===== src/common/aluPkg.sv =====
// ----------------------------------------------------------
// shared types for the bit-slice alu
// ----------------------------------------------------------
package aluPkg;

  // operation code seen at the alu boundary
  // all eight codes of the 3-bit field are in use
  typedef enum logic [2:0] {
    opAdd  = 3'd0,
    opSub  = 3'd1,
    opSlt  = 3'd2,
    opAnd  = 3'd3,
    opOr   = 3'd4,
    opXor  = 3'd5,
    opNand = 3'd6,
    opNor  = 3'd7
  } aluOp_t;

  // gate evaluated inside every slice
  // codes 5 to 7 are never produced by the decoder
  typedef enum logic [2:0] {
    lgAnd  = 3'd0,
    lgOr   = 3'd1,
    lgXor  = 3'd2,
    lgNand = 3'd3,
    lgNor  = 3'd4
  } logicOp_t;

  // how the result stage finishes a request
  // rkLogic  gate output, carry and overflow forced low
  // rkArith  adder output with carry and overflow
  // rkLess   signed set-less-than bit, zero extended
  typedef enum logic [1:0] {
    rkLogic = 2'd0,
    rkArith = 2'd1,
    rkLess  = 2'd2
  } resultKind_t;

  // ----------------------------------------------------------
  // control structs
  // ----------------------------------------------------------

  // per-slice control, identical for every bit
  typedef struct packed {
    logic     invertB;   // b goes into the adder inverted
    logic     useSum;    // result bit comes from the adder
    logicOp_t logicSel;  // gate used when useSum is low
  } sliceCtrl_t;

  // everything the first stage hands downstream
  typedef struct packed {
    sliceCtrl_t  slice;
    resultKind_t kind;
  } stageCtrl_t;

  // status reported alongside the result
  typedef struct packed {
    logic carryOut;
    logic overflow;
    logic zero;
  } aluFlags_t;

endpackage


===== src/alu/aluSlice.sv =====
`timescale 1ns/100ps

// ----------------------------------------------------------
// one bit of the datapath
// full adder with optional b inversion plus a gate selector
// ----------------------------------------------------------
module aluSlice (
  input  logic               a,
  input  logic               b,
  input  logic               carryIn,
  input  aluPkg::sliceCtrl_t ctrl,
  output logic               sum,
  output logic               carryOut,
  output logic               resultBit
);

  logic bAdd;
  logic gateOut;

  // b as seen by the adder
  assign bAdd = b ^ ctrl.invertB;

  // ----------------------------------------------------------
  // full adder
  // ----------------------------------------------------------

  // three-input parity
  assign sum = a ^ bAdd ^ carryIn;

  // majority of the three adder inputs
  assign carryOut = (a & bAdd) | (a & carryIn) | (bAdd & carryIn);

  // ----------------------------------------------------------
  // gate function
  // ----------------------------------------------------------

  // gates always see the uninverted b
  always_comb begin
    case (ctrl.logicSel)
      aluPkg::lgAnd: begin
        gateOut = a & b;
      end
      aluPkg::lgOr: begin
        gateOut = a | b;
      end
      aluPkg::lgXor: begin
        gateOut = a ^ b;
      end
      // nand of a value with itself gives not
      aluPkg::lgNand: begin
        gateOut = ~(a & b);
      end
      aluPkg::lgNor: begin
        gateOut = ~(a | b);
      end
      // unused codes fall back to and
      default: begin
        gateOut = a & b;
      end
    endcase
  end

  // output select
  assign resultBit = ctrl.useSum ? sum : gateOut;

endmodule


===== src/alu/opDecoder.sv =====
`timescale 1ns/100ps

// ----------------------------------------------------------
// first pipeline stage
// captures the request and turns the opcode into slice control
// ----------------------------------------------------------
module opDecoder #(
  parameter int width = 32
) (
  input  logic                clk,
  input  logic                reset,
  input  logic                start,
  input  aluPkg::aluOp_t      op,
  input  logic [width-1:0]    operandA,
  input  logic [width-1:0]    operandB,
  output logic [width-1:0]    latchedA,
  output logic [width-1:0]    latchedB,
  output aluPkg::stageCtrl_t  ctrl,
  output logic                stageValid
);

  aluPkg::stageCtrl_t nextCtrl;

  // opcode translation
  always_comb begin
    // logic defaults, overridden below for the adder ops
    nextCtrl.slice.invertB  = 1'b0;
    nextCtrl.slice.useSum   = 1'b0;
    nextCtrl.slice.logicSel = aluPkg::lgAnd;
    nextCtrl.kind           = aluPkg::rkLogic;
    case (op)
      aluPkg::opAdd: begin
        nextCtrl.slice.useSum = 1'b1;
        nextCtrl.kind         = aluPkg::rkArith;
      end
      // sub is a + ~b + 1, the +1 comes in on carry 0
      aluPkg::opSub: begin
        nextCtrl.slice.invertB = 1'b1;
        nextCtrl.slice.useSum  = 1'b1;
        nextCtrl.kind          = aluPkg::rkArith;
      end
      // slt runs the same subtraction and keeps only the sign test
      aluPkg::opSlt: begin
        nextCtrl.slice.invertB = 1'b1;
        nextCtrl.slice.useSum  = 1'b1;
        nextCtrl.kind          = aluPkg::rkLess;
      end
      aluPkg::opOr:   nextCtrl.slice.logicSel = aluPkg::lgOr;
      aluPkg::opXor:  nextCtrl.slice.logicSel = aluPkg::lgXor;
      aluPkg::opNand: nextCtrl.slice.logicSel = aluPkg::lgNand;
      aluPkg::opNor:  nextCtrl.slice.logicSel = aluPkg::lgNor;
      default:        nextCtrl.slice.logicSel = aluPkg::lgAnd;
    endcase
  end

  // control registers
  always_ff @(posedge clk) begin
    if (reset) begin
      stageValid <= 1'b0;
      ctrl       <= '0;
    end else begin
      stageValid <= start;
      if (start) begin
        ctrl <= nextCtrl;
      end
    end
  end

  // operand registers
  always_ff @(posedge clk) begin
    if (start) begin
      latchedA <= operandA;
      latchedB <= operandB;
    end
  end

  // a request must carry a known opcode
  assert property (@(posedge clk) disable iff (reset) start |-> !$isunknown(op));

  // adder output is selected for exactly the arith and less kinds
  assert property (@(posedge clk) disable iff (reset)
    stageValid |-> (ctrl.slice.useSum == (ctrl.kind != aluPkg::rkLogic)));

endmodule


===== src/alu/resultStage.sv =====
`timescale 1ns/100ps

// ----------------------------------------------------------
// second pipeline stage
// derives flags and slt from the slice outputs and registers them
// ----------------------------------------------------------
module resultStage #(
  parameter int width = 32
) (
  input  logic                 clk,
  input  logic                 reset,
  input  logic                 stageValid,
  input  aluPkg::resultKind_t  kind,
  input  logic [width-1:0]     sliceResult,
  input  logic                 msbSum,
  input  logic                 carryIntoMsb,
  input  logic                 carryOutOfMsb,
  output logic [width-1:0]     result,
  output aluPkg::aluFlags_t    flags,
  output logic                 done
);

  logic              overflow;
  logic              lessBit;
  logic [width-1:0]  nextResult;
  aluPkg::aluFlags_t nextFlags;

  // ----------------------------------------------------------
  // arithmetic status
  // ----------------------------------------------------------

  // signed overflow when the carries around the top bit disagree
  assign overflow = carryIntoMsb ^ carryOutOfMsb;

  // the sign of a - b is wrong exactly when the subtraction overflowed
  assign lessBit = msbSum ^ overflow;

  // ----------------------------------------------------------
  // final result and flags
  // ----------------------------------------------------------
  always_comb begin
    nextResult         = sliceResult;
    nextFlags.carryOut = 1'b0;
    nextFlags.overflow = 1'b0;
    case (kind)
      aluPkg::rkArith: begin
        nextFlags.carryOut = carryOutOfMsb;
        nextFlags.overflow = overflow;
      end
      aluPkg::rkLess: begin
        nextResult = {{(width-1){1'b0}}, lessBit};
      end
      // gate output passes untouched
      default: begin
        nextResult = sliceResult;
      end
    endcase
    // zero looks at what is actually reported
    nextFlags.zero = (nextResult == '0);
  end

  // output registers
  // result and flags hold between done pulses
  always_ff @(posedge clk) begin
    if (reset) begin
      done   <= 1'b0;
      result <= '0;
      flags  <= '0;
    end else begin
      done <= stageValid;
      if (stageValid) begin
        result <= nextResult;
        flags  <= nextFlags;
      end
    end
  end

  // every done pulse comes from a request one cycle earlier
  assert property (@(posedge clk) disable iff (reset) done |-> $past(stageValid));

  // reported zero flag agrees with the reported result
  assert property (@(posedge clk) disable iff (reset)
    done |-> (flags.zero == (result == '0)));

endmodule


===== src/hw/aluTop.sv =====
`timescale 1ns/100ps

// ----------------------------------------------------------
// bit-slice alu top level
// decoder, slice array with ripple carry, result stage
// ----------------------------------------------------------
module aluTop #(
  parameter int width = 32
) (
  input  logic               clk,
  input  logic               reset,
  input  logic               start,
  input  aluPkg::aluOp_t     op,
  input  logic [width-1:0]   operandA,
  input  logic [width-1:0]   operandB,
  output logic [width-1:0]   result,
  output aluPkg::aluFlags_t  flags,
  output logic               done
);

  logic [width-1:0]   latchedA;
  logic [width-1:0]   latchedB;
  aluPkg::stageCtrl_t ctrl;
  logic               stageValid;
  logic [width:0]     carry;
  logic [width-1:0]   sliceResult;
  logic               msbSum;

  // request capture and decode
  opDecoder #(.width(width)) decoder (
    .clk        (clk),
    .reset      (reset),
    .start      (start),
    .op         (op),
    .operandA   (operandA),
    .operandB   (operandB),
    .latchedA   (latchedA),
    .latchedB   (latchedB),
    .ctrl       (ctrl),
    .stageValid (stageValid)
  );

  // carry 0 supplies the +1 of a two's complement subtract
  assign carry[0] = ctrl.slice.invertB;

  // ----------------------------------------------------------
  // slice array, carry ripples upward
  // ----------------------------------------------------------
  for (genvar i = 0; i < width; i++) begin : gSlice
    logic bitSum;

    aluSlice slice (
      .a         (latchedA[i]),
      .b         (latchedB[i]),
      .carryIn   (carry[i]),
      .ctrl      (ctrl.slice),
      .sum       (bitSum),
      .carryOut  (carry[i+1]),
      .resultBit (sliceResult[i])
    );

    // only the top sum feeds the less-than test
    if (i == width - 1) begin : gMsb
      assign msbSum = bitSum;
    end
  end

  // flags, slt and output registers
  resultStage #(.width(width)) resStage (
    .clk           (clk),
    .reset         (reset),
    .stageValid    (stageValid),
    .kind          (ctrl.kind),
    .sliceResult   (sliceResult),
    .msbSum        (msbSum),
    .carryIntoMsb  (carry[width-1]),
    .carryOutOfMsb (carry[width]),
    .result        (result),
    .flags         (flags),
    .done          (done)
  );

endmodule


===== config.mk =====
export PLATFORM = sky130hd
export DESIGN_NAME = aluTop
export DESIGN_NICKNAME = d
export VERILOG_FILES = /design/src/common/aluPkg.sv /design/src/alu/aluSlice.sv /design/src/alu/opDecoder.sv /design/src/alu/resultStage.sv /design/src/hw/aluTop.sv
export SDC_FILE = /design/constraint.sdc
export NUM_CORES = 1
export LEC_CHECK = 0
export BUFFER_PORTS_ARGS = -buffer_cell sky130_fd_sc_hd__buf_2
export CAP_MARGIN = 30
export CORE_ASPECT_RATIO = 0.5
export CORE_MARGIN = 5
export CORE_UTILIZATION = 40
export CTS_CLUSTER_DIAMETER = 120
export DETAILED_ROUTE_END_ITERATION = 12
export PLACE_DENSITY = 0.58
export RECOVER_POWER = 25
export SLEW_MARGIN = 30
export SYNTH_ARGS = -nofsm -noshare
export SYNTH_HDL_FRONTEND = slang
export SYNTH_SLANG_ARGS = --single-unit

===== constraint.sdc =====
create_clock -name clk -period 19.26 [get_ports clk]
set_input_delay 3.852 -clock clk [delete_from_list [all_inputs] [get_ports clk]]
set_output_delay 3.852 -clock clk [all_outputs]
set_load 0.05 [all_outputs]

==> impl_metrics.py <==
metrics = {
    "job": {
        "maxcap_violations": 0,
    },
    "outcome": {
        "status": "finished, final reports clean",
    },
    "grt": {
        "via_count_of_the_first_global_routing_pass": 5701,
        "grt_usage_pct": 18.2,
        "antenna_found_initial": 0,
        "grt_pass1_wl_um": 31100,
        "globalRoute.totalOverflow": 0,
        "pin_count_of_the_biggest_net_entering_global_routing": 77,
    },
    "timing": {
        "worst_slew_margin_relative_to_its_limit_pct": 45.3,
        "hold_viol_final": 0,
        "hold_ws_ns": 0.478,
        "setup_slack_ns": 4.57,
        "final_critical_path_share_of_the_clock_period_pct": 76.3,
        "clock_tree_skew_after_final_layout_ns": 0.0107,
        "grt_setup_unrepaired": "no",
        "timing.final.crit_period_ns": 14.69,
        "tightest_slew_ns": 0.820,
        "setup_viol_count_final": 0,
        "final_max_slew_viol_count": 0,
        "final_layout_setup_total_negative_slack_ns": 0,
        "max_clock_freq_mhz": 68.1,
    },
    "critical_path": {
        "worst_path_max_delay_cell": "sky130_fd_sc_hd__dfxtp_2",
        "cp_top_family": "adder cells",
        "worst_path_required_time_ns": 19.53,
        "crit_path_end_kind": "register",
        "r2r_setup_slack_ns": 4.57,
        "worst-endpoint-arrival_ns": 14.96,
        "path_common_cell": "sky130_fd_sc_hd__fa_1",
        "critical_path.reg2reg.startpoint": "decoder.ctrl[6]",
        "worstSetupStartpointType": "register",
        "worstPathBufferInverterCount": 3,
        "path_max_fanout": 15,
        "reg2reg_to": "resStage.flags[0]",
        "worst_setup_path_category": "reg2reg",
        "cpPeakStageDelay_ns": 0.63,
        "worst-r2r-cell-count": 40,
    },
    "detailed_routing": {
        "routedWlPerCell_um": 18.4,
        "route.antenna.remaining_nets": 0,
        "routed-via-count": 5512,
        "detail_route.drc_violations": 0,
        "detail_route.vias_per_cell": 5.16,
        "detail_route.first_pass.iterations": 4,
        "detail_route.wirelength_um": 19600,
        "iteration_0_drc_markers": 320,
    },
    "floorplan": {
        "core_um2": 18700,
        "die_height_um": 108,
        "io_pins": 106,
        "chipWidth_um": 206,
        "number_of_standard_cell_rows_in_the_floorplan": 35,
        "initial_utilization_pct": 41.3,
        "dieArea_um2": 22300,
    },
    "layout": {
        "n_antenna_cell": 0,
        "post-route-util_pct": 46.5,
        "synthToLayoutAreaGrowth_pct": 12.5,
        "num-fill-cells": 1802,
        "finalNonFillerCells": 1069,
        "layout-drive-gt1-share_pct": 19.4,
        "multiInputGateArea_um2": 4320,
        "fin_nets": 971,
        "final-seq-area_um2": 2810,
        "layout.cell_area.non_filler_um2": 8670,
    },
    "synthesis": {
        "yosys-top-cells-area": "sky130_fd_sc_hd__edfxtp_1, sky130_fd_sc_hd__dfxtp_1, sky130_fd_sc_hd__ha_1",
        "synth.cell_area_um2": 7700,
        "syn_inst": 726,
        "post_synth.cell_area_avg_um2": 10.6,
        "synth_edf_count": 64,
        "synth_area_leader_cell": "sky130_fd_sc_hd__edfxtp_1",
        "post-synth-top-count-cell": "sky130_fd_sc_hd__inv_1",
        "postSynth.asyncResetShare_pct": 0,
        "synth_sequential_area_ratio_pct": 36.4,
        "yosysTopAreaCellShare_pct": 25.0,
        "postSynth.topFlopCell": "sky130_fd_sc_hd__edfxtp_1",
        "number_of_distinct_standard_cells_referenced_by_the_synthesized_netlist": 61,
        "synth_seq_cells": 108,
        "synth_fp_nets": 892,
        "synth-warning-count": 0,
        "synth.cells.most_frequent": "sky130_fd_sc_hd__inv_1, sky130_fd_sc_hd__mux2i_1, sky130_fd_sc_hd__edfxtp_1, sky130_fd_sc_hd__ha_1, sky130_fd_sc_hd__nor2_1",
    },
    "hold_path": {
        "min_path_type": "reg2reg",
        "worstHoldEndpoint": "resStage.flags[1]",
        "min_path_cells": 2,
        "hold_path_startpoint": "resStage.flags[1]",
    },
    "clock_tree": {
        "clock_insertion_delay_worst_skew_ns": 0.37,
        "tritoncts": "done",
        "clk_path_buf_depth": 2,
        "postCtsResizedCells": 0,
        "cts_hold_repair.buffers": 0,
        "post-cts-setup-buffer-count": 0,
        "cts_root_buf": "sky130_fd_sc_hd__clkbuf_16",
        "numClockSinks": 108,
        "h-tree-depth": 3,
        "path_clk_slew_ns": 0.08,
        "tritoncts.num_buffers": 9,
    },
    "power_and_ir_drop": {
        "irDropWorstVdd_v": 0.0000433,
        "p_per_area_nw_per_um2": 74.0,
        "final_total_pwr_mw": 0.641,
        "leakagePower_nw": 3.87,
    },
    "place": {
        "place_area_um2": 8380,
        "port_buffers": 105,
        "place_worst_setup_slack_ns": 4.51,
        "gp_congestion": 0.858,
        "placed_cells": 1053,
        "dp_hpwl_um": 14400,
    },
}
placed cells by master (no fill, tap or decap), types with 8 or more instances in the layout:
cell	instances
sky130_fd_sc_hd__buf_2	105
sky130_fd_sc_hd__inv_1	82
sky130_fd_sc_hd__mux2i_1	80
sky130_fd_sc_hd__ha_1	64
sky130_fd_sc_hd__edfxtp_1	64
sky130_fd_sc_hd__nor2_1	62
sky130_fd_sc_hd__dfxtp_1	41
sky130_fd_sc_hd__a211oi_1	35
sky130_fd_sc_hd__fa_1	32
sky130_fd_sc_hd__xor2_1	28
sky130_fd_sc_hd__nand2_1	22
sky130_fd_sc_hd__a21oi_1	18
sky130_fd_sc_hd__mux2_2	18
sky130_fd_sc_hd__o21ai_0	14
sky130_fd_sc_hd__nor2b_1	13
sky130_fd_sc_hd__a221o_1	13
sky130_fd_sc_hd__nand2b_1	11
sky130_fd_sc_hd__clkbuf_16	9
sky130_fd_sc_hd__buf_4	8
metal layers:
metal	vias up	GRT usage, %	part of all wire, %
met5	-	0	0
met4	0	5.65	2.3
met3	28	4.08	3.9
met2	107	29.4	46
met1	2683	24.5	48
li1	2694	-	-
worst min-delay path: stages, from the launching register on:
cell and delay (ns):
sky130_fd_sc_hd__dfxtp_1 0.32, sky130_fd_sc_hd__nand2b_1 0.07, sky130_fd_sc_hd__a21oi_1 0.05
state kept, by name, indices dropped and copies added, names as in the netlist:
name and cells:
decoder.ctrl 7, resStage.result 32, decoder.stageValid 1, resStage.done 1
decoder.latchedB 32, decoder.latchedA 32, resStage.flags 3
cell families (layout without fill, tap and decap cells):
kind of cell,count (synthesis),count (layout),synth area share (%)
AOI/OAI and AO/OA,116,116,11.0
xor gates and xnor gates,34,34,3.87
adders and majority gates,96,96,18.7
buffers and inverters,129,213,7.55
DFF,108,108,36.4
muxes,98,98,13.0
and+or+nand+nor,145,145,9.42
worst max path at each step:
| stage | from | end | slack (ns) | cells after the start |
|---|---|---|---|---|
| floorplan | decoder.ctrl[6] | resStage.flags[0] | 4.99 | 41 |
| global placement | decoder.ctrl[6] | resStage.flags[0] | 4.75 | 39 |
| detailed placement | decoder.ctrl[6] | resStage.flags[0] | 4.51 | 39 |
| CTS | decoder.ctrl[6] | resStage.flags[0] | 4.45 | 39 |
| global route | decoder.ctrl[6] | resStage.flags[0] | 4.00 | 40 |
| finish | decoder.ctrl[6] | resStage.flags[0] | 4.57 | 40 |
where the power goes:
part | internal, mW | switching [mW]
logic | 0.0735 | 0.105
registers | 0.263 | 0.0185
clock network | 0.0895 | 0.0924
layout make-up:
class | instances | area share (%)
Sequential cell | 108 | 32.4
Multi-Input combinational cell | 489 | 49.9
Clock buffer | 10 | 2.64
Timing Repair Buffer | 115 | 7.20
Tap cell | 259 | 3.74
Inverter | 82 | 3.55
Clock inverter | 6 | 0.577
(Power assumes the default switching activity.)
